<file path="config.mk">
export PLATFORM = sky130hd
export DESIGN_NAME = pa
export DESIGN_NICKNAME = d
export VERILOG_FILES = /design/src/hw/pa_word_pkg.sv /design/src/hw/pa_op_pkg.sv /design/src/hw/pa_decode.sv /design/src/hw/pa_bus.sv /design/src/hw/pa_alu.sv /design/src/hw/pa_regs.sv /design/src/hw/pa_result.sv /design/src/hw/pa.sv
export SDC_FILE = /design/constraint.sdc
export NUM_CORES = 1
export LEC_CHECK = 0
export ABC_AREA = 0
export BUFFER_PORTS_ARGS = -buffer_cell sky130_fd_sc_hd__buf_2
export CORE_MARGIN = 1
export CORE_UTILIZATION = 55
export DETAILED_ROUTE_END_ITERATION = 10
export GPL_TIMING_DRIVEN = 0
export PLACE_DENSITY_LB_ADDON = 0.15
export SYNTH_ARGS = -nofsm -noshare
export SYNTH_HDL_FRONTEND = slang
export SYNTH_SLANG_ARGS = --single-unit
export TNS_END_PERCENT = 10
</file>
<file path="constraint.sdc">
create_clock -name __clk -period 10.67 [get_ports __clk]
set_input_delay 1.6005 -clock __clk [delete_from_list [all_inputs] [get_ports __clk]]
set_output_delay 1.6005 -clock __clk [all_outputs]
set_load 0.1 [all_outputs]
</file>
<file path="src/hw/pa_word_pkg.sv">
// ======================================================================
// data word and half word types of the arithmetic unit datapath
// bit 0 is the most significant bit of every word
// ======================================================================

`default_nettype none

package pa_word_pkg;

	// machine word width, fixed by the architecture
	localparam int PA_WORD_W = 16;

	// full data word
	typedef logic [0:PA_WORD_W-1] pa_word_t;

	// upper or lower half of a word
	typedef logic [0:PA_WORD_W/2-1] pa_byte_t;

endpackage

`default_nettype wire

</file>
<file path="src/hw/pa_op_pkg.sv">
// ======================================================================
// ALU operation codes, logic function codes
// W bus and A bus source select codes
// ======================================================================

`default_nettype none

package pa_op_pkg;

	// ALU operation from the control unit
	typedef logic [2:0] pa_alu_op_t;

	localparam pa_alu_op_t OP_PASS_A = 3'd0;
	localparam pa_alu_op_t OP_ADD    = 3'd1;
	localparam pa_alu_op_t OP_SUB    = 3'd2;
	localparam pa_alu_op_t OP_AND    = 3'd3;
	localparam pa_alu_op_t OP_OR     = 3'd4;
	localparam pa_alu_op_t OP_XOR    = 3'd5;
	localparam pa_alu_op_t OP_INC_A  = 3'd6;

	// logic unit function, decoded from the operation
	typedef logic [1:0] pa_alu_fn_t;

	localparam pa_alu_fn_t FN_PASS = 2'd0;
	localparam pa_alu_fn_t FN_AND  = 2'd1;
	localparam pa_alu_fn_t FN_OR   = 2'd2;
	localparam pa_alu_fn_t FN_XOR  = 2'd3;

	// W bus source, unused codes put zero on the bus
	typedef logic [2:0] pa_wsel_t;

	localparam pa_wsel_t WS_KL  = 3'd0;
	localparam pa_wsel_t WS_RDT = 3'd1;
	localparam pa_wsel_t WS_IR  = 3'd2;
	localparam pa_wsel_t WS_AC  = 3'd3;
	localparam pa_wsel_t WS_AT  = 3'd4;
	localparam pa_wsel_t WS_F   = 3'd5;

	// A bus source
	typedef logic [1:0] pa_asel_t;

	localparam pa_asel_t AS_L        = 2'd0;
	localparam pa_asel_t AS_IR_SHORT = 2'd1;
	localparam pa_asel_t AS_AR       = 2'd2;
	localparam pa_asel_t AS_IC       = 2'd3;

endpackage

`default_nettype wire

</file>
<file path="src/hw/pa_decode.sv">
// ======================================================================
// strobe qualification by phase into register load and increment
// pulses, and operation code split into ALU controls
// ======================================================================

`timescale 1ns/1ps
`default_nettype none

module pa_decode (
	input  wire                    strob1,
	input  wire                    strob2,
	input  wire                    as2,
	input  wire                    w_ac,
	input  wire                    w_ar,
	input  wire                    w_ic,
	input  wire                    w_at,
	input  wire                    arp1,
	input  wire                    icp1,
	input  wire pa_op_pkg::pa_alu_op_t alu_op,
	output logic                   ac_ld,
	output logic                   ar_ld,
	output logic                   ar_inc,
	output logic                   ic_ld,
	output logic                   ic_inc,
	output logic                   at_ld,
	output logic                   wzi_ld,
	output logic                   alu_sub,
	output logic                   alu_logic,
	output pa_op_pkg::pa_alu_fn_t  alu_fn
);
	import pa_op_pkg::*;

	logic stroba;
	logic strobb;
	logic strob_q;

	// strob1 counts in phase 1, strob2 in phase 2
	assign stroba  = strob1 & ~as2;
	assign strobb  = strob2 & as2;
	assign strob_q = stroba | strobb;

	assign ac_ld = w_ac & strob_q;
	assign ar_ld = w_ar & strob_q;
	assign ic_ld = w_ic & strob_q;
	assign at_ld = w_at & strob_q;

	// AR steps only in phase 1, IC on any strob1
	assign ar_inc = arp1 & stroba;
	assign ic_inc = icp1 & strob1;
	assign wzi_ld = as2 & strob1;

	always_comb begin
		alu_sub   = 1'b0;
		alu_logic = 1'b1;
		alu_fn    = FN_PASS;
		case (alu_op)
			OP_ADD, OP_INC_A: alu_logic = 1'b0;
			OP_SUB: begin
				// invert a and force carry in
				alu_logic = 1'b0;
				alu_sub   = 1'b1;
			end
			OP_AND: alu_fn = FN_AND;
			OP_OR:  alu_fn = FN_OR;
			OP_XOR: alu_fn = FN_XOR;
			default: alu_fn = FN_PASS;
		endcase
	end

endmodule

`default_nettype wire

</file>
<file path="src/hw/pa_bus.sv">
// ======================================================================
// W bus and A bus source multiplexers
// short argument built from ir by sign extension
// ======================================================================

`timescale 1ns/1ps
`default_nettype none

module pa_bus (
	input  wire pa_op_pkg::pa_wsel_t   w_sel,
	input  wire pa_op_pkg::pa_asel_t   a_sel,
	input  wire pa_word_pkg::pa_word_t ir,
	input  wire pa_word_pkg::pa_word_t kl,
	input  wire pa_word_pkg::pa_word_t rdt,
	input  wire pa_word_pkg::pa_word_t l,
	input  wire pa_word_pkg::pa_word_t ac,
	input  wire pa_word_pkg::pa_word_t at,
	input  wire pa_word_pkg::pa_word_t f,
	input  wire pa_word_pkg::pa_word_t ar,
	input  wire pa_word_pkg::pa_word_t ic,
	output pa_word_pkg::pa_word_t      w,
	output pa_word_pkg::pa_word_t      a
);
	import pa_word_pkg::*;
	import pa_op_pkg::*;

	pa_word_t ir_short;

	// low 6 bits of ir, sign in ir[10]
	assign ir_short = {{(PA_WORD_W-6){ir[10]}}, ir[10:15]};

	always_comb begin
		case (w_sel)
			WS_KL:   w = kl;
			WS_RDT:  w = rdt;
			WS_IR:   w = ir;
			WS_AC:   w = ac;
			WS_AT:   w = at;
			WS_F:    w = f;
			default: w = '0;
		endcase
	end

	always_comb begin
		case (a_sel)
			AS_L:        a = l;
			AS_IR_SHORT: a = ir_short;
			AS_AR:       a = ar;
			default:     a = ic;
		endcase
	end

endmodule

`default_nettype wire

</file>
<file path="src/hw/pa_alu.sv">
// ======================================================================
// 16-bit execute unit: adder with optional operand inversion
// beside a logic unit, with carry, zero and true sign outputs
// ======================================================================

`timescale 1ns/1ps
`default_nettype none

module pa_alu (
	input  wire pa_word_pkg::pa_word_t a,
	input  wire pa_word_pkg::pa_word_t ac,
	input  wire                        carry_in,
	input  wire pa_op_pkg::pa_alu_op_t alu_op,
	input  wire                        alu_sub,
	input  wire                        alu_logic,
	input  wire pa_op_pkg::pa_alu_fn_t alu_fn,
	output pa_word_pkg::pa_word_t      f,
	output logic                       carry,
	output logic                       zsum,
	output logic                       s_1
);
	import pa_word_pkg::*;
	import pa_op_pkg::*;

	pa_word_t             op_a;
	pa_word_t             op_ac;
	pa_word_t             f_logic;
	logic                 cin;
	logic                 ovf;
	logic [0:PA_WORD_W]   sum;

	// adder operands, ac reads as zero for the increment
	assign op_a  = alu_sub ? ~a : a;
	assign op_ac = (alu_op == OP_INC_A) ? '0 : ac;

	always_comb begin
		if (alu_sub || alu_op == OP_INC_A)
			cin = 1'b1;
		else if (alu_op == OP_ADD)
			cin = carry_in;
		else
			cin = 1'b0;
	end

	// sum[0] is the carry out
	assign sum = {1'b0, op_ac} + {1'b0, op_a} + {{PA_WORD_W{1'b0}}, cin};

	// equal operand signs, different result sign
	assign ovf = (op_ac[0] == op_a[0]) & (sum[1] != op_ac[0]);

	always_comb begin
		case (alu_fn)
			FN_AND:  f_logic = ac & a;
			FN_OR:   f_logic = ac | a;
			FN_XOR:  f_logic = ac ^ a;
			default: f_logic = a;
		endcase
	end

	assign f     = alu_logic ? f_logic : sum[1:PA_WORD_W];
	assign carry = ~alu_logic & sum[0];
	assign zsum  = (f == '0);
	assign s_1   = alu_logic ? f[0] : (f[0] ^ ovf);

endmodule

`default_nettype wire

</file>
<file path="src/hw/pa_regs.sv">
// ======================================================================
// working registers AC, AR, IC and AT
// load from W (AT from the ALU result), increment and clear
// ======================================================================

`timescale 1ns/1ps
`default_nettype none

module pa_regs (
	input  wire                        __clk,
	input  wire                        rst_n,
	input  wire pa_word_pkg::pa_word_t w,
	input  wire pa_word_pkg::pa_word_t f,
	input  wire                        ac_ld,
	input  wire                        ar_ld,
	input  wire                        ar_inc,
	input  wire                        ic_ld,
	input  wire                        ic_inc,
	input  wire                        off,
	input  wire                        at_ld,
	output pa_word_pkg::pa_word_t      ac,
	output pa_word_pkg::pa_word_t      ar,
	output pa_word_pkg::pa_word_t      ic,
	output pa_word_pkg::pa_word_t      at
);
	import pa_word_pkg::*;

	// accumulator
	always_ff @(posedge __clk) begin
		if (!rst_n)
			ac <= '0;
		else if (ac_ld)
			ac <= w;
	end

	// argument address, load over increment
	always_ff @(posedge __clk) begin
		if (!rst_n)
			ar <= '0;
		else if (ar_ld)
			ar <= w;
		else if (ar_inc)
			ar <= ar + pa_word_t'(1);
	end

	// instruction counter: off, then load, then increment
	always_ff @(posedge __clk) begin
		if (!rst_n)
			ic <= '0;
		else if (off)
			ic <= '0;
		else if (ic_ld)
			ic <= w;
		else if (ic_inc)
			ic <= ic + pa_word_t'(1);
	end

	// auxiliary register takes the ALU result
	always_ff @(posedge __clk) begin
		if (!rst_n)
			at <= '0;
		else if (at_ld)
			at <= f;
	end

endmodule

`default_nettype wire

</file>
<file path="src/hw/pa_result.sv">
// ======================================================================
// adder zero indicator WZI and zero-sign flag
// memory address output with keyboard address match
// ======================================================================

`timescale 1ns/1ps
`default_nettype none

module pa_result (
	input  wire                        __clk,
	input  wire                        rst_n,
	input  wire                        wzi_ld,
	input  wire                        zsum,
	input  wire                        s_1,
	input  wire pa_word_pkg::pa_word_t f,
	input  wire pa_word_pkg::pa_word_t ar,
	input  wire pa_word_pkg::pa_word_t ic,
	input  wire                        ar_ad,
	input  wire                        ic_ad,
	input  wire pa_word_pkg::pa_word_t kl,
	input  wire                        barnb,
	output logic                       s0,
	output logic                       zs,
	output logic                       wzi,
	output pa_word_pkg::pa_word_t      dad,
	output logic                       zga,
	output logic                       ar_hi_nz
);
	import pa_word_pkg::*;

	pa_byte_t ar_hi;

	assign s0 = f[0];

	// zero and not negative
	assign zs = zsum & ~s_1;

	always_ff @(posedge __clk) begin
		if (!rst_n)
			wzi <= 1'b0;
		else if (wzi_ld)
			wzi <= zs;
	end

	assign dad = (ar & {PA_WORD_W{ar_ad}}) | (ic & {PA_WORD_W{ic_ad}});

	// barnb stands in for the top address bit
	assign zga = (kl == {barnb, dad[1:PA_WORD_W-1]});

	assign ar_hi    = ar[0:PA_WORD_W/2-1];
	assign ar_hi_nz = |ar_hi;

endmodule

`default_nettype wire

</file>
<file path="src/hw/pa.sv">
// ======================================================================
// arithmetic unit top level: decode, buses, execute unit,
// working registers and result flags
// ======================================================================

`timescale 1ns/1ps
`default_nettype none

module pa (
	input  wire                        __clk,
	input  wire                        rst_n,
	// data words
	input  wire pa_word_pkg::pa_word_t ir,
	input  wire pa_word_pkg::pa_word_t kl,
	input  wire pa_word_pkg::pa_word_t rdt,
	input  wire pa_word_pkg::pa_word_t l,
	// source selects and operation
	input  wire pa_op_pkg::pa_wsel_t   w_sel,
	input  wire pa_op_pkg::pa_asel_t   a_sel,
	input  wire pa_op_pkg::pa_alu_op_t alu_op,
	input  wire                        carry_in,
	// strobes and phase
	input  wire                        strob1,
	input  wire                        strob2,
	input  wire                        as2,
	// write enables
	input  wire                        w_ac,
	input  wire                        w_ar,
	input  wire                        w_ic,
	input  wire                        w_at,
	input  wire                        arp1,
	input  wire                        icp1,
	input  wire                        off,
	// address controls
	input  wire                        ar_ad,
	input  wire                        ic_ad,
	input  wire                        barnb,
	output pa_word_pkg::pa_word_t      w,
	output pa_word_pkg::pa_word_t      dad,
	output logic                       s0,
	output logic                       carry,
	output logic                       zs,
	output logic                       wzi,
	output logic                       ar_hi_nz,
	output logic                       zga,
	output logic                       at15
);
	import pa_word_pkg::*;
	import pa_op_pkg::*;

	logic       ac_ld, ar_ld, ar_inc, ic_ld, ic_inc, at_ld, wzi_ld;
	logic       alu_sub, alu_logic;
	pa_alu_fn_t alu_fn;
	pa_word_t   a, f;
	pa_word_t   ac, ar, ic, at;
	logic       zsum, s_1;

	pa_decode u_decode (
		.strob1(strob1), .strob2(strob2), .as2(as2),
		.w_ac(w_ac), .w_ar(w_ar), .w_ic(w_ic), .w_at(w_at),
		.arp1(arp1), .icp1(icp1), .alu_op(alu_op),
		.ac_ld(ac_ld), .ar_ld(ar_ld), .ar_inc(ar_inc),
		.ic_ld(ic_ld), .ic_inc(ic_inc), .at_ld(at_ld), .wzi_ld(wzi_ld),
		.alu_sub(alu_sub), .alu_logic(alu_logic), .alu_fn(alu_fn)
	);

	pa_bus u_bus (
		.w_sel(w_sel), .a_sel(a_sel),
		.ir(ir), .kl(kl), .rdt(rdt), .l(l),
		.ac(ac), .at(at), .f(f), .ar(ar), .ic(ic),
		.w(w), .a(a)
	);

	pa_alu u_alu (
		.a(a), .ac(ac), .carry_in(carry_in), .alu_op(alu_op),
		.alu_sub(alu_sub), .alu_logic(alu_logic), .alu_fn(alu_fn),
		.f(f), .carry(carry), .zsum(zsum), .s_1(s_1)
	);

	pa_regs u_regs (
		.__clk(__clk), .rst_n(rst_n), .w(w), .f(f),
		.ac_ld(ac_ld), .ar_ld(ar_ld), .ar_inc(ar_inc),
		.ic_ld(ic_ld), .ic_inc(ic_inc), .off(off), .at_ld(at_ld),
		.ac(ac), .ar(ar), .ic(ic), .at(at)
	);

	pa_result u_result (
		.__clk(__clk), .rst_n(rst_n), .wzi_ld(wzi_ld),
		.zsum(zsum), .s_1(s_1), .f(f), .ar(ar), .ic(ic),
		.ar_ad(ar_ad), .ic_ad(ic_ad), .kl(kl), .barnb(barnb),
		.s0(s0), .zs(zs), .wzi(wzi), .dad(dad),
		.zga(zga), .ar_hi_nz(ar_hi_nz)
	);

	// least significant bit of AT
	assign at15 = at[PA_WORD_W-1];

endmodule

`default_nettype wire

</file>
After elaboration in Yosys (flattened, before gate mapping)
Cells that the tools add are included.
- shifts and indexed selects: 0
- order comparisons: 0
- muxes and demuxes: 15
- reduce and logical (&&, ||, !) cells: 9
- equality and inequality tests: 19
- $mul: 0
- $add $sub $neg: 4
- div/mod/pow operators: 0
- bitwise operators: 24
- operator list (operator ; count):
    $mux 16 ; 7
    $pmux 16 s3 ; 2
    $pmux 16 s6 ; 1
    $and 16x16->16 ; 3
    $add 16x1->16 const B ; 2
    $or 16x16->16 ; 2
    $add 16x16->17 ; 1
    $add 17x1->17 ; 1
    $eq 16x16->1 ; 1
    $logic_not 16->1 ; 1
    $not 16->16 ; 1
    $xor 16x16->16 ; 1
    $eq 3x3->1 const B ; 5
    $and 1x1->1 ; 12
    $eq 3x2->1 const B ; 4
    $reduce_or 8->1 ; 1
    $eq 2x2->1 const B ; 3
    $eq 3x1->1 const B ; 2
    $pmux 2 s3 ; 1
    $eq 2x1->1 const B ; 2
    $mux 1 ; 4
    $reduce_bool 2->1 ; 2
    $logic_not 3->1 ; 1
    $not 1->1 ; 3
    other kinds (8) ; 8
- memories: 0
- bits in writable memories: 0
- output and inout bits: 39
- word-level logic and storage cells: 76
- bits in latches: 0
- ROM bits: 0
- register bits after elaboration: 65
- input bits: 88

Logic depth before layout (Yosys ltp)
Gate-level depths: netlist of run 1.
- word-level depth: 12
- mapped depth: 18
- depth with buffers taken out: 14

Modules after synthesis
Synthesis of run 1 repeated with hierarchy kept, for this count alone.
- cell total of the unflattened synthesis: 805
- area, all modules: 7156.9 um2
- by module, submodules not included (module ; seq. area each (um2) ; area an instance (um2) ; cells each ; instances):
    pa_regs ; 1281.2 ; 2865.2 ; 311 ; 1
    pa_alu ; 0.0 ; 2379.8 ; 301 ; 1
    pa_bus ; 0.0 ; 1365.1 ; 129 ; 1
    pa_result ; 20.0 ; 445.4 ; 49 ; 1
    pa_decode ; 0.0 ; 101.3 ; 15 ; 1

Least setup slack after synthesis of run 1
No wires, ideal clock.
- kind: input to output
- start: in alu_op[2]
- end: out zs
- buffers on the path: 5
- stages on the path: 15
- path slack: 2.302 ns
- data required time: 9.069 ns
- data arrival time: 6.767 ns
- path through: buf_2 > buf_2 > buf_1 > clkbuf_1 > nor2_1 > buf_2 > xnor2_1 > fa_1 > and3_1 > o211ai_1 > a21oi_2 > o21a_1 > a41o_1 > nor2_1 > nor3b_2
- elaborated cells between the ends (all ways): 29
- those cells by class: add/sub (2); eq/ne (11); mux (9); bitwise (4); reduce/logical (3)
- RTL lines (what ; RTL line ; source):
    from (decl) ; pa.sv:20 ; input wire pa_op_pkg::pa_alu_op_t alu_op,
    $eq 3x2->1 ; pa_decode.sv:56 ; case (alu_op)
    $mux 1 ; pa_decode.sv:56 ;
    $mux 16 / $logic_or 1x1->1 (equally long branches) ; pa_alu.sv:33, pa_alu.sv:37 ;
    $add 16x16->17 / $mux 1 (equally long branches) ; pa_alu.sv:46, pa_alu.sv:37 ;
    $add 17x1->17 ; pa_alu.sv:46 ; assign sum = {1'b0, op_ac} + {1'b0, op_a} + {{PA_WORD_W{1'b0}}, cin};
    $mux 16 (*) ; pa_alu.sv:60 ; assign f = alu_logic ? f_logic : sum[1:PA_WORD_W];
    net s0 ; pa.sv:40 ; output logic s0,
    $xor 1x1->1 ; pa_alu.sv:63 ; assign s_1 = alu_logic ? f[0] : (f[0] ^ ovf);
    $mux 1 ; pa_alu.sv:63 ;
    $not 1->1 ; pa_result.sv:36 ; assign zs = zsum & ~s_1;
    $and 1x1->1 (*) ; pa_result.sv:36 ;
    to (decl) ; pa.sv:42 ; output logic zs,
The timed path passes the listed nets; every way through them passes the cells marked *.

Final worst setup path of run 1
- start: in alu_op[2]
- end: out zs
- cells in the longest elaborated chain, start to end: 11
- elaborated cells between the ends (all ways): 29
- those cells by class: add/sub (2); eq/ne (11); mux (9); bitwise (4); reduce/logical (3)
- RTL lines (what ; RTL line ; source):
    $eq 3x2->1 ; pa_decode.sv:56 ;
    $mux 1 ; pa_decode.sv:56 ;
    $mux 16 / $logic_or 1x1->1 (equally long branches) ; pa_alu.sv:33, pa_alu.sv:37 ;
    $add 16x16->17 / $mux 1 (equally long branches) ; pa_alu.sv:46, pa_alu.sv:37 ;
    $add 17x1->17 ; pa_alu.sv:46 ;
    $ne 1x1->1 ; pa_alu.sv:49 ; assign ovf = (op_ac[0] == op_a[0]) & (sum[1] != op_ac[0]);
    $and 1x1->1 ; pa_alu.sv:49 ;
    $xor 1x1->1 ; pa_alu.sv:63 ;
    $mux 1 ; pa_alu.sv:63 ;
    $not 1->1 ; pa_result.sv:36 ;
    $and 1x1->1 (*) ; pa_result.sv:36 ;
Every way passes the cells marked *; elsewhere a longest branch is shown, timed or not.

==> results by group, run 1 <==
Cells and area
  • Layout fillers: 1094
  • Area grow syn2layout: 16.5%
  • Share of layout cells above drive strength 1: 19.1%
  • ANT cells: 0
  • Nets@finish: 1148

STA
  • Relative slew slack: 32.2%
  • Worst-margin pin slew: 1020 ps
  • Setup_tns: 0 ps
  • Clock skew: 6.37 ps
  • Final Hold Fails: 0
  • Min cycle time layout: 8910 ps
  • RSZ-0062 raised after global routing: false
  • Fin. max-slew vios: 0
  • Max Fclk: 0.112 GHz
  • Final setup viols: 0
  • Crit share post-route: 83.5%
  • Setup ws final: 1760 ps

CTS
  • Post-CTS Setup Bufs: 0
  • Num CTS Buffers: 9
  • Num Clock Sinks: 65
  • Cts hold-fix bufs: 0
  • Worst-path clk slew: 60 ps
  • Clock Latency Late Sink: 340 ps
  • Post-CTS sizing: 0
  • H-tree levels: 3
  • CTS tree: built
  • CTS root buf: clkbuf_16
  • Clock tree buffer depth: 2

Power
  • Lkg Pwr: 0.00346 uW
  • Worst vdd ir: 0.000114 V
  • Pwr per Cell Area: 129 mW/mm^2

Floorplanning
  • Die Area: 0.0130 mm^2
  • Core box area: 0.0121 mm^2
  • Die height: 114 um
  • Starting Density: 57.1%
  • IO Pins: 127
  • Die Width: 114 um
  • Row count: 40

Setup path
  • Worst-path fanout max: 10
  • RR Endpoint: u_regs.ar[10]
  • Worst r2r src: u_regs.ar[0]
  • FF-to-FF setup slack: 6120 ps
  • Worst EP arrival: 7310 ps
  • Critical Path Sink Type: output pin
  • Startpoint Class: input port
  • FF-to-FF path depth: 14
  • WS Path Type: input port to output pin
  • Critical Path RT: 9070 ps

Route
  • Avg WL per Cell: 22.3 um
  • DRT iter0 DRCs: 801
  • Max Used Layer: met4
  • Residual DRC: 0
  • Drt first pass iters: 6
  • Met2 wire len: 12200 um
  • M1 wire length: 9910 um
  • Met3 WL: 2760 um
  • Drt total wl: 26400 um
  • DR vias/cell: 6.57
  • Antenna Nets Post-Route: 0
  • Vias: 7767

Global routing
  • Vias in the first global route: 7096
  • Initial antenna violation count: 0
  • First-pass GRT wire length: 40100 um
  • GRT overflow: 0
  • Pin count of the biggest net entering global routing: 14
  • Gr usage total: 41.2%

Synthesis
  • FF+latch count, synth: 65
  • Synth warnings: 0
  • Synth Cell Area: 0.00691 mm^2
  • Top_reg_cell synth: dfxtp_1
  • Post-synth cell types: 70
  • Asr flop ratio synth: 0%
  • Synth Area per Inst: 7.88 um^2
  • Sequential area share after synthesis: 18.8%
  • Syn Nets: 1016
  • Synth Instances: 877
  • Post-synth EDFFs: 0

Placed design
  • Routability cong.: 1.05
  • IO Port Bufs: 121
  • Post-place setup slack: 1810 ps
  • Hpwl dp: 21300 um

Hold path
  • Hold path startpoint: u_regs.at[5]
  • Worst hold stages: 2
  • Tightest Hold Check Type: flip-flop to flip-flop
  • WHS Endpoint: u_regs.at[5]

Run status
  • Status: complete, no violations

Run
  • Max-cap violations: 0
==> final cells by class <==
type / count / area, um^2 / share of cell area (%)
plain buffers: 59 / 251 / 3.12
multi-input cells: 692 / 5130 / 63.7
repair buffers: 121 / 606 / 7.52
well taps: 168 / 210 / 2.61
inverters: 61 / 229 / 2.84
flip-flops and latches: 65 / 1300 / 16.2
clock buffers: 9 / 225 / 2.80
clock inverters: 7 / 101 / 1.26
==> where the power goes <==
| part | switching, uW | internal [uW] | total [uW] | leakage (uW) |
|---|---|---|---|---|
| sequential | 19.1 | 258 | 277 | 0.000532 |
| combinational | 297 | 136 | 433 | 0.00278 |
| clock | 122 | 207 | 329 | 0.000153 |
==> per-stage QoR <==
stage          cell area, um^2  util (%)  total power (uW)  hold slack (ps)  std cells
2_1_floorplan             6910         -               587              432        877
3_3_place_gp              7730      63.8               699              441       1166
3_5_place_dp              7730      63.8               702              443       1166
4_1_cts                   8060      66.5              1030              451       1182
5_1_grt                   8060      66.5              1070              468       1182
6_report                  8060      66.5              1040              456       1182
==> placed cells by master, fill, tap and decap left out, drive strengths merged, types with 12 or more instances in the layout <==
cell type  count
mux4          30
a22o          16
a21oi         80
nor3          13
nor2b         14
a211oi        33
buf          139
inv           63
clkbuf        50
dfxtp         65
ha            49
o22ai         12
nand2b        15
mux2i         12
o21ai         56
and3          13
nand3         18
xnor2         44
nor2          80
nand2         68
==> cell usage after synthesis (all sizes together), types with 5 or more instances <==
cell	instances	area [um^2]
nor2	80	300
mux2i	12	120
and2	10	62.6
mux4	30	709
nand2b	15	93.8
and3	13	81.3
nor3	13	70.1
nor2b	14	87.6
nand4	8	50.1
buf	18	96.3
o21ai	56	280
o211a	5	50.1
nand2	68	255
a211oi	33	248
o211ai	9	67.6
a22oi	8	65.1
nor4	5	31.3
o221ai	7	61.3
a22o	16	140
dfxtp	65	1300
ha	49	613
xor2	11	96.3
a221oi	6	58.8
or3	7	43.8
xnor2	44	385
clkbuf	41	155
o22ai	12	75.1
nand3	18	90.1
o221a	5	56.3
inv	61	229
a21oi	80	408
a222oi	9	90.1
==> state kept, by name, summed over array words and instances (netlist names) <==
name	cells
u_regs.ac	16
u_regs.ar	16
u_regs.at	16
u_regs.ic	16
u_result.wzi	1
==> critical path, stage by stage <==
cell and delay, ps:
buf_2 80, buf_2 210, buf_2 290, buf_1 380, clkbuf_1 480, nor2_1 310
buf_2 330, xnor2_1 230, fa_1 240, inv_1 60, fa_1 410, nand2b_1 230
a2111oi_2 510, nor4_1 170, mux2i_1 150, nor3_1 460, o211a_1 250, nand4_1 240
nor3b_2 220, buf_2 450
==> cell families (layout without fill, tap and decap cells) <==
| kind of cell | count (synthesis) | count (layout) | share of synthesized area (%) |
|---|---|---|---|
| XOR/XNOR | 55 | 55 | 6.97 |
| adder cells (fa/ha/maj) | 51 | 51 | 9.45 |
| multiplexers | 44 | 44 | 12.3 |
| AND/OR/NAND/NOR | 264 | 264 | 18.4 |
| flip-flops | 65 | 65 | 18.8 |
| buffers and inverters | 120 | 257 | 6.95 |
| AO/OA/AOI/OAI | 278 | 278 | 27.0 |
==> how the worst max path moves through the flow <==
stage / slack [ps] / startpoint / to
after global placement: 1730 / alu_op[2] / zs
after detailed placement: 1810 / alu_op[2] / zs
final: 1760 / alu_op[2] / zs
after global routing: 1500 / alu_op[2] / zs
after CTS: 1790 / alu_op[2] / zs
after floorplan: 2300 / alu_op[2] / zs
==> routing by layer <==
metal / up-vias / global-route usage (%)
li1: 3496 / -
met1: 3608 / 50.7
met2: 559 / 68.5
met3: 104 / 7.25
met4: 0 / 23.1
met5: - / 0
No activity file was read; power rests on OpenSTA's default activity.
==> run 2: changes to the inputs <==
--- a/config.mk
+++ b/config.mk
@@ -8,7 +8,7 @@
 export ABC_AREA = 0
 export BUFFER_PORTS_ARGS = -buffer_cell sky130_fd_sc_hd__buf_2
 export CORE_MARGIN = 1
-export CORE_UTILIZATION = 55
+export CORE_UTILIZATION = 52
 export DETAILED_ROUTE_END_ITERATION = 10
 export GPL_TIMING_DRIVEN = 0
 export PLACE_DENSITY_LB_ADDON = 0.15
==> constraint.sdc (replaced) <==
create_clock -name __clk -period 7.6 [get_ports __clk]
set_input_delay 1.14 -clock __clk [delete_from_list [all_inputs] [get_ports __clk]]
set_output_delay 1.14 -clock __clk [all_outputs]
set_load 0.1 [all_outputs]
==> run 2 against run 1 <==
Compared with the run above: register-to-register slack lost 2900 ps; critical path depth is the same; routed wire length is 3.2% higher; utilization shrank 3.5 points; via count up 0.64%; cell area barely moved; worst setup slack lost 1400 ps; largest cell class unchanged; largest power group unchanged.
==> results by group, run 2 (synthesis gave the netlist of run 1 again) <==
Placed design
  • Hpwl dp: 21600 um
  • Placed Area: 0.00773 mm^2
  • IO Port Bufs: 121
  • Post-place setup slack: -174 ps
  • Routability cong.: 1.03

Route
  • Vias: 7817
  • Drt first pass iters: 6
  • Antenna Nets Post-Route: 0
  • DRT iter0 DRCs: 931
  • Avg WL per Cell: 23.0 um
  • DR vias/cell: 6.59
  • Drt total wl: 27200 um
  • Residual DRC: 0

Cells and area
  • ANT cells: 0
  • Nets@finish: 1148
  • Final instance area: 0.00805 mm^2
  • Most common cell after layout, fill and taps aside: buf_2
  • Share of layout cells above drive strength 1: 19.3%
  • Area grow syn2layout: 16.4%
  • Most frequent cells in the layout: buf_2, nor2_1, a21oi_1
  • Layout fillers: 1159

STA
  • Max Fclk: 0.138 GHz
  • Final setup viols: 0
  • Crit share post-route: 95.2%
  • Min cycle time layout: 7240 ps
  • Relative slew slack: 25.3%
  • Worst-margin pin slew: 1110 ps
  • Fin. max-slew vios: 0
  • Clock skew: 6.83 ps
  • Setup ws final: 361 ps
  • Final Hold Fails: 0
  • RSZ-0062 raised after global routing: false

Setup path
  • RR Endpoint: u_regs.ar[12]
  • CP Buf/Inv Count: 8
  • WS Path Type: input port to output pin
  • Worst-path fanout max: 10
  • Critical Path Sink Type: output pin
  • CP endpoint: zs
  • Critical path depth in cells: 20
  • CP max stage cell: a2111oi_2
  • Worst r2r src: u_regs.ar[0]
  • FF-to-FF path depth: 14
  • FF-to-FF setup slack: 3270 ps
  • Critical Path Start: alu_op[2]
  • Worst EP arrival: 6100 ps
  • Crit-path max cell delay: 490 ps
  • Top cell family by delay on the critical path: buffers and inverters
  • Startpoint Class: input port
  • Critical Path RT: 6460 ps
  • Worst-path cell chain: buf_2, buf_2, buf_2, buf_1, clkbuf_2, nor2_4, buf_2, xnor2_1, fa_1, inv_1, fa_1, nand2b_1, a2111oi_2, nor3_1, mux2i_1, a221oi_2, and4_1, nand4_1, nor3b_2, clkbuf_4
  • Crit path top cell by count: buf_2

Floorplanning
  • Row count: 41
  • IO Pins: 127
  • Core box area: 0.0128 mm^2
  • Die Width: 117 um
  • Die Area: 0.0138 mm^2
  • Starting Density: 54.1%
  • Die height: 117 um

Global routing
  • Vias in the first global route: 7186
  • GRT overflow: 0
  • Initial antenna violation count: 0
  • First-pass GRT wire length: 41100 um
  • Gr usage total: 39.4%
  • Pin count of the biggest net entering global routing: 11

CTS
  • CTS tree: built
  • Post-CTS Setup Bufs: 0
  • Clock tree buffer depth: 2
  • H-tree levels: 3
  • Num Clock Sinks: 65
  • Worst-path clk slew: 50 ps
  • Num CTS Buffers: 9
  • Clock Latency Late Sink: 340 ps
  • CTS root buf: clkbuf_16
  • Cts hold-fix bufs: 0

Run
  • Max-cap violations: 0

Hold path
  • Tightest Hold Check Type: flip-flop to flip-flop

Power
  • Pwr per Cell Area: 177 mW/mm^2
  • Lkg Pwr: 0.00346 uW
  • Worst vdd ir: 0.000166 V

Run status
  • Status: complete, no violations
[run 2: worst min-delay path by stage]
stage / from / endpoint / depth (start not counted)
after floorplan: u_regs.at[5] / u_regs.at[5] / 2
after global placement: u_regs.at[5] / u_regs.at[5] / 2
after detailed placement: u_regs.at[5] / u_regs.at[5] / 2
after CTS: u_regs.at[5] / u_regs.at[5] / 2
after global routing: u_regs.at[6] / u_regs.at[6] / 2
final: u_regs.at[5] / u_regs.at[5] / 2
[run 2: cell type report]
type	count	area, um^2	share of cell area (%)
clock buffer	13	250	3.11
sequential	65	1300	16.2
clock inverter	3	40.0	0.498
timing repair buffer	121	608	7.56
buffer	59	253	3.14
multi-input combinational	692	5150	64.0
tap	172	215	2.67
inverter	61	229	2.85
[run 2: through the flow]
step | util, % | setup TNS (ps) | instances | hold WS [ps] | total power, uW
6_report | 63.0 | 0 | 1186 | 451 | 1430
2_1_floorplan | - | 0 | 877 | 432 | 824
4_1_cts | 62.9 | 0 | 1186 | 451 | 1400
5_1_grt | 63.0 | 0 | 1186 | 469 | 1470
3_5_place_dp | 60.5 | -402 | 1170 | 443 | 996
3_3_place_gp | 60.5 | -450 | 1170 | 438 | 992
[run 2: tightest hold or removal path, stage by stage, from the launching register on]
cell	delay (ps)
dfxtp_1	300
nand2_1	50
a21oi_1	50
[run 2: what timing repair did]
action / 4_1_cts / 5_1_grt
endpoints found under the setup margin: 4 / 6
resized for setup: 2 / 6
pin swaps: 0 / 0
endpoints found under the hold margin: 0 / 0
[run 2: power breakdown]
group          switching (uW)  internal (uW)
Clock                     153            262
Combinational             428            192
Sequential               28.1            362
[run 2: layer usage]
layer	share of wire, %	vias up	global-route usage, %
li1	-	3502	-
met1	38	3691	48.7
met2	45	508	62.3
met3	10	116	7.73
met4	6.9	0	25.9
met5	0	-	0
==> run 3: changes to the inputs <==
--- a/config.mk
+++ b/config.mk
@@ -11,7 +11,7 @@
 export CORE_UTILIZATION = 52
 export DETAILED_ROUTE_END_ITERATION = 10
 export GPL_TIMING_DRIVEN = 0
-export PLACE_DENSITY_LB_ADDON = 0.15
+export PLACE_DENSITY_LB_ADDON = 0.25
 export SYNTH_ARGS = -nofsm -noshare
 export SYNTH_HDL_FRONTEND = slang
 export SYNTH_SLANG_ARGS = --single-unit
==> run 3 against run 2 <==
Compared with the run above: total power rose by 3.0%; sequential share of layout area shrank 0.083 points; critical endpoint unchanged; largest power group unchanged; routed wire length down 2.8%; critical path depth fell by 1; non-clock buffer count fell by 1; die area unchanged.
==> results by group, run 3 (synthesis gave the netlist of run 1 again) <==
STA
  • Final Hold Fails: 0
  • Worst-margin pin slew: 936 ps
  • Fin. max-slew vios: 0
  • Crit share post-route: 92.9%
  • Hold WS: 452 ps
  • RSZ-0062 raised after global routing: false
  • Final setup viols: 0
  • Relative slew slack: 36.9%
  • Min cycle time layout: 7060 ps
  • Clock skew: 7.25 ps
  • Setup_tns: 0 ps
  • Setup ws final: 541 ps
  • Max Fclk: 0.142 GHz

Setup path
  • FF-to-FF path depth: 14
  • Critical Path Start: alu_op[2]
  • Worst-path cell chain: buf_2, buf_2, buf_2, clkbuf_2, nor2_4, buf_2, xnor2_1, fa_1, inv_1, fa_1, nand2b_1, a2111oi_2, nor3_1, mux2i_1, a221oi_2, and4_1, nand4_1, nor3b_2, clkbuf_4
  • Crit-path max cell delay: 470 ps
  • WS Path Type: input port to output pin
  • CP max stage cell: a2111oi_2
  • Worst r2r src: u_regs.ar[0]
  • Worst-path fanout max: 19
  • FF-to-FF setup slack: 3200 ps
  • Worst EP arrival: 5920 ps
  • Critical Path RT: 6460 ps
  • Startpoint Class: input port
  • Critical Path Sink Type: output pin
  • CP endpoint: zs
  • RR Endpoint: u_regs.ar[12]
  • Crit path top cell by count: buf_2

Route
  • Residual DRC: 0
  • Drt total wl: 26500 um
  • Avg WL per Cell: 22.3 um
  • Drt first pass iters: 6
  • Antenna Nets Post-Route: 0
  • DR vias/cell: 6.54
  • Vias: 7755
  • DRT iter0 DRCs: 827

Cells and area
  • Most common cell after layout, fill and taps aside: buf_2
  • Layout fillers: 1170
  • FF+latch area: 0.00130 mm^2
  • Most frequent cells in the layout: buf_2, nor2_1, a21oi_1
  • Area occupied by multi-input gates: 0.00516 mm^2
  • Nets@finish: 1147
  • ANT cells: 0
  • Share of layout cells above drive strength 1: 19.7%
  • Area grow syn2layout: 17.0%

Floorplanning
  • Die Width: 117 um
  • Core box area: 0.0128 mm^2
  • Die Area: 0.0138 mm^2
  • Die height: 117 um
  • Starting Density: 54.1%
  • IO Pins: 127
  • Row count: 41

Global routing
  • First-pass GRT wire length: 39500 um
  • Initial antenna violation count: 0
  • Vias in the first global route: 7066
  • Pin count of the biggest net entering global routing: 12
  • GRT overflow: 0
  • Gr usage total: 37.8%

CTS
  • Post-CTS Setup Bufs: 0
  • Clock Latency Late Sink: 340 ps
  • CTS tree: built
  • Worst-path clk slew: 60 ps
  • Num Clock Sinks: 65
  • Clock tree buffer depth: 2
  • Num CTS Buffers: 9
  • H-tree levels: 3
  • CTS root buf: clkbuf_16

Power
  • Lkg Pwr: 0.00348 uW
  • Worst vdd ir: 0.000140 V
  • Pwr per Cell Area: 182 mW/mm^2

Run
  • Max-cap violations: 0

Placed design
  • IO Port Bufs: 121
  • Hpwl dp: 21300 um
  • Routability cong.: 1.06
  • Post-place setup slack: -227 ps

Hold path
  • Tightest Hold Check Type: flip-flop to flip-flop
  • Worst hold stages: 2

Run status
  • Status: complete, no violations
==> run 3: cell count changes in the layout (fill, tap and decap cells not counted) <==
cell        previous run  this run
nor3_2                 1         2
clkbuf_8               1         2
nor3_1                12        11
clkbuf_1              42        39
buf_1                  5         4
bufinv_16              1         2
clkinvlp_4             0         1
==> run 3: metal layers <==
layer	track usage, %	share of wire [%]	wire [um]	vias to the layer above
met5	0	0	0	-
met4	27.4	7.0	1840	0
met3	3.99	10	2700	109
met2	59.2	45	11900	505
met1	48.3	38	10000	3634
li1	-	-	-	3507
==> run 3: metrics by stage <==
step / cell area [um^2] / instances / utilization (%) / power, uW
finish: 8090 / 1185 / 63.3 / 1470
global route: 8090 / 1185 / 63.3 / 1520
CTS: 8070 / 1186 / 63.2 / 1450
detailed placement: 7730 / 1170 / 60.5 / 991
global placement: 7730 / 1170 / 60.5 / 985
floorplan: 6910 / 877 / - / 824
==> run 3: worst min-delay path by stage <==
stage | start | endpoint | slack, ps
after floorplan | u_regs.at[5] | u_regs.at[5] | 430
after detailed placement | u_regs.at[5] | u_regs.at[5] | 440
after global routing | u_regs.at[5] | u_regs.at[5] | 480
final | u_regs.at[5] | u_regs.at[5] | 450
after global placement | u_regs.at[5] | u_regs.at[5] | 440
after CTS | u_regs.at[5] | u_regs.at[5] | 450
==> run 3: critical path, delay by kind of cell <==
family | cells | cell delay (ps)
simple gates | 6 | 1290
mux | 1 | 150
xor+xnor | 1 | 190
compound gates | 2 | 880
buf+inv | 7 | 1580
fa+ha+maj | 2 | 650
==> run 3: cell type report <==
class                   instances  share of cell area, %
well taps                     172                   2.66
flip-flops and latches         65                   16.1
repair buffers                121                   7.52
clock buffers                  11                   3.12
inverters                      61                   2.83
multi-input cells             692                   63.7
plain buffers                  58                   3.08
clock inverters                 5                  0.959
==> run 3: repair_timing <==
action,4_1_cts,5_1_grt
hold buffers,0,0
gates resized for setup,2,7
endpoints found under the setup margin,4,6
==> run 3: where the power goes <==
part           total, uW  switching, uW  internal (uW)  leakage, uW
Sequential           388           26.2            362     0.000532
Clock                464            160            304     0.000162
Combinational        616            424            192      0.00278
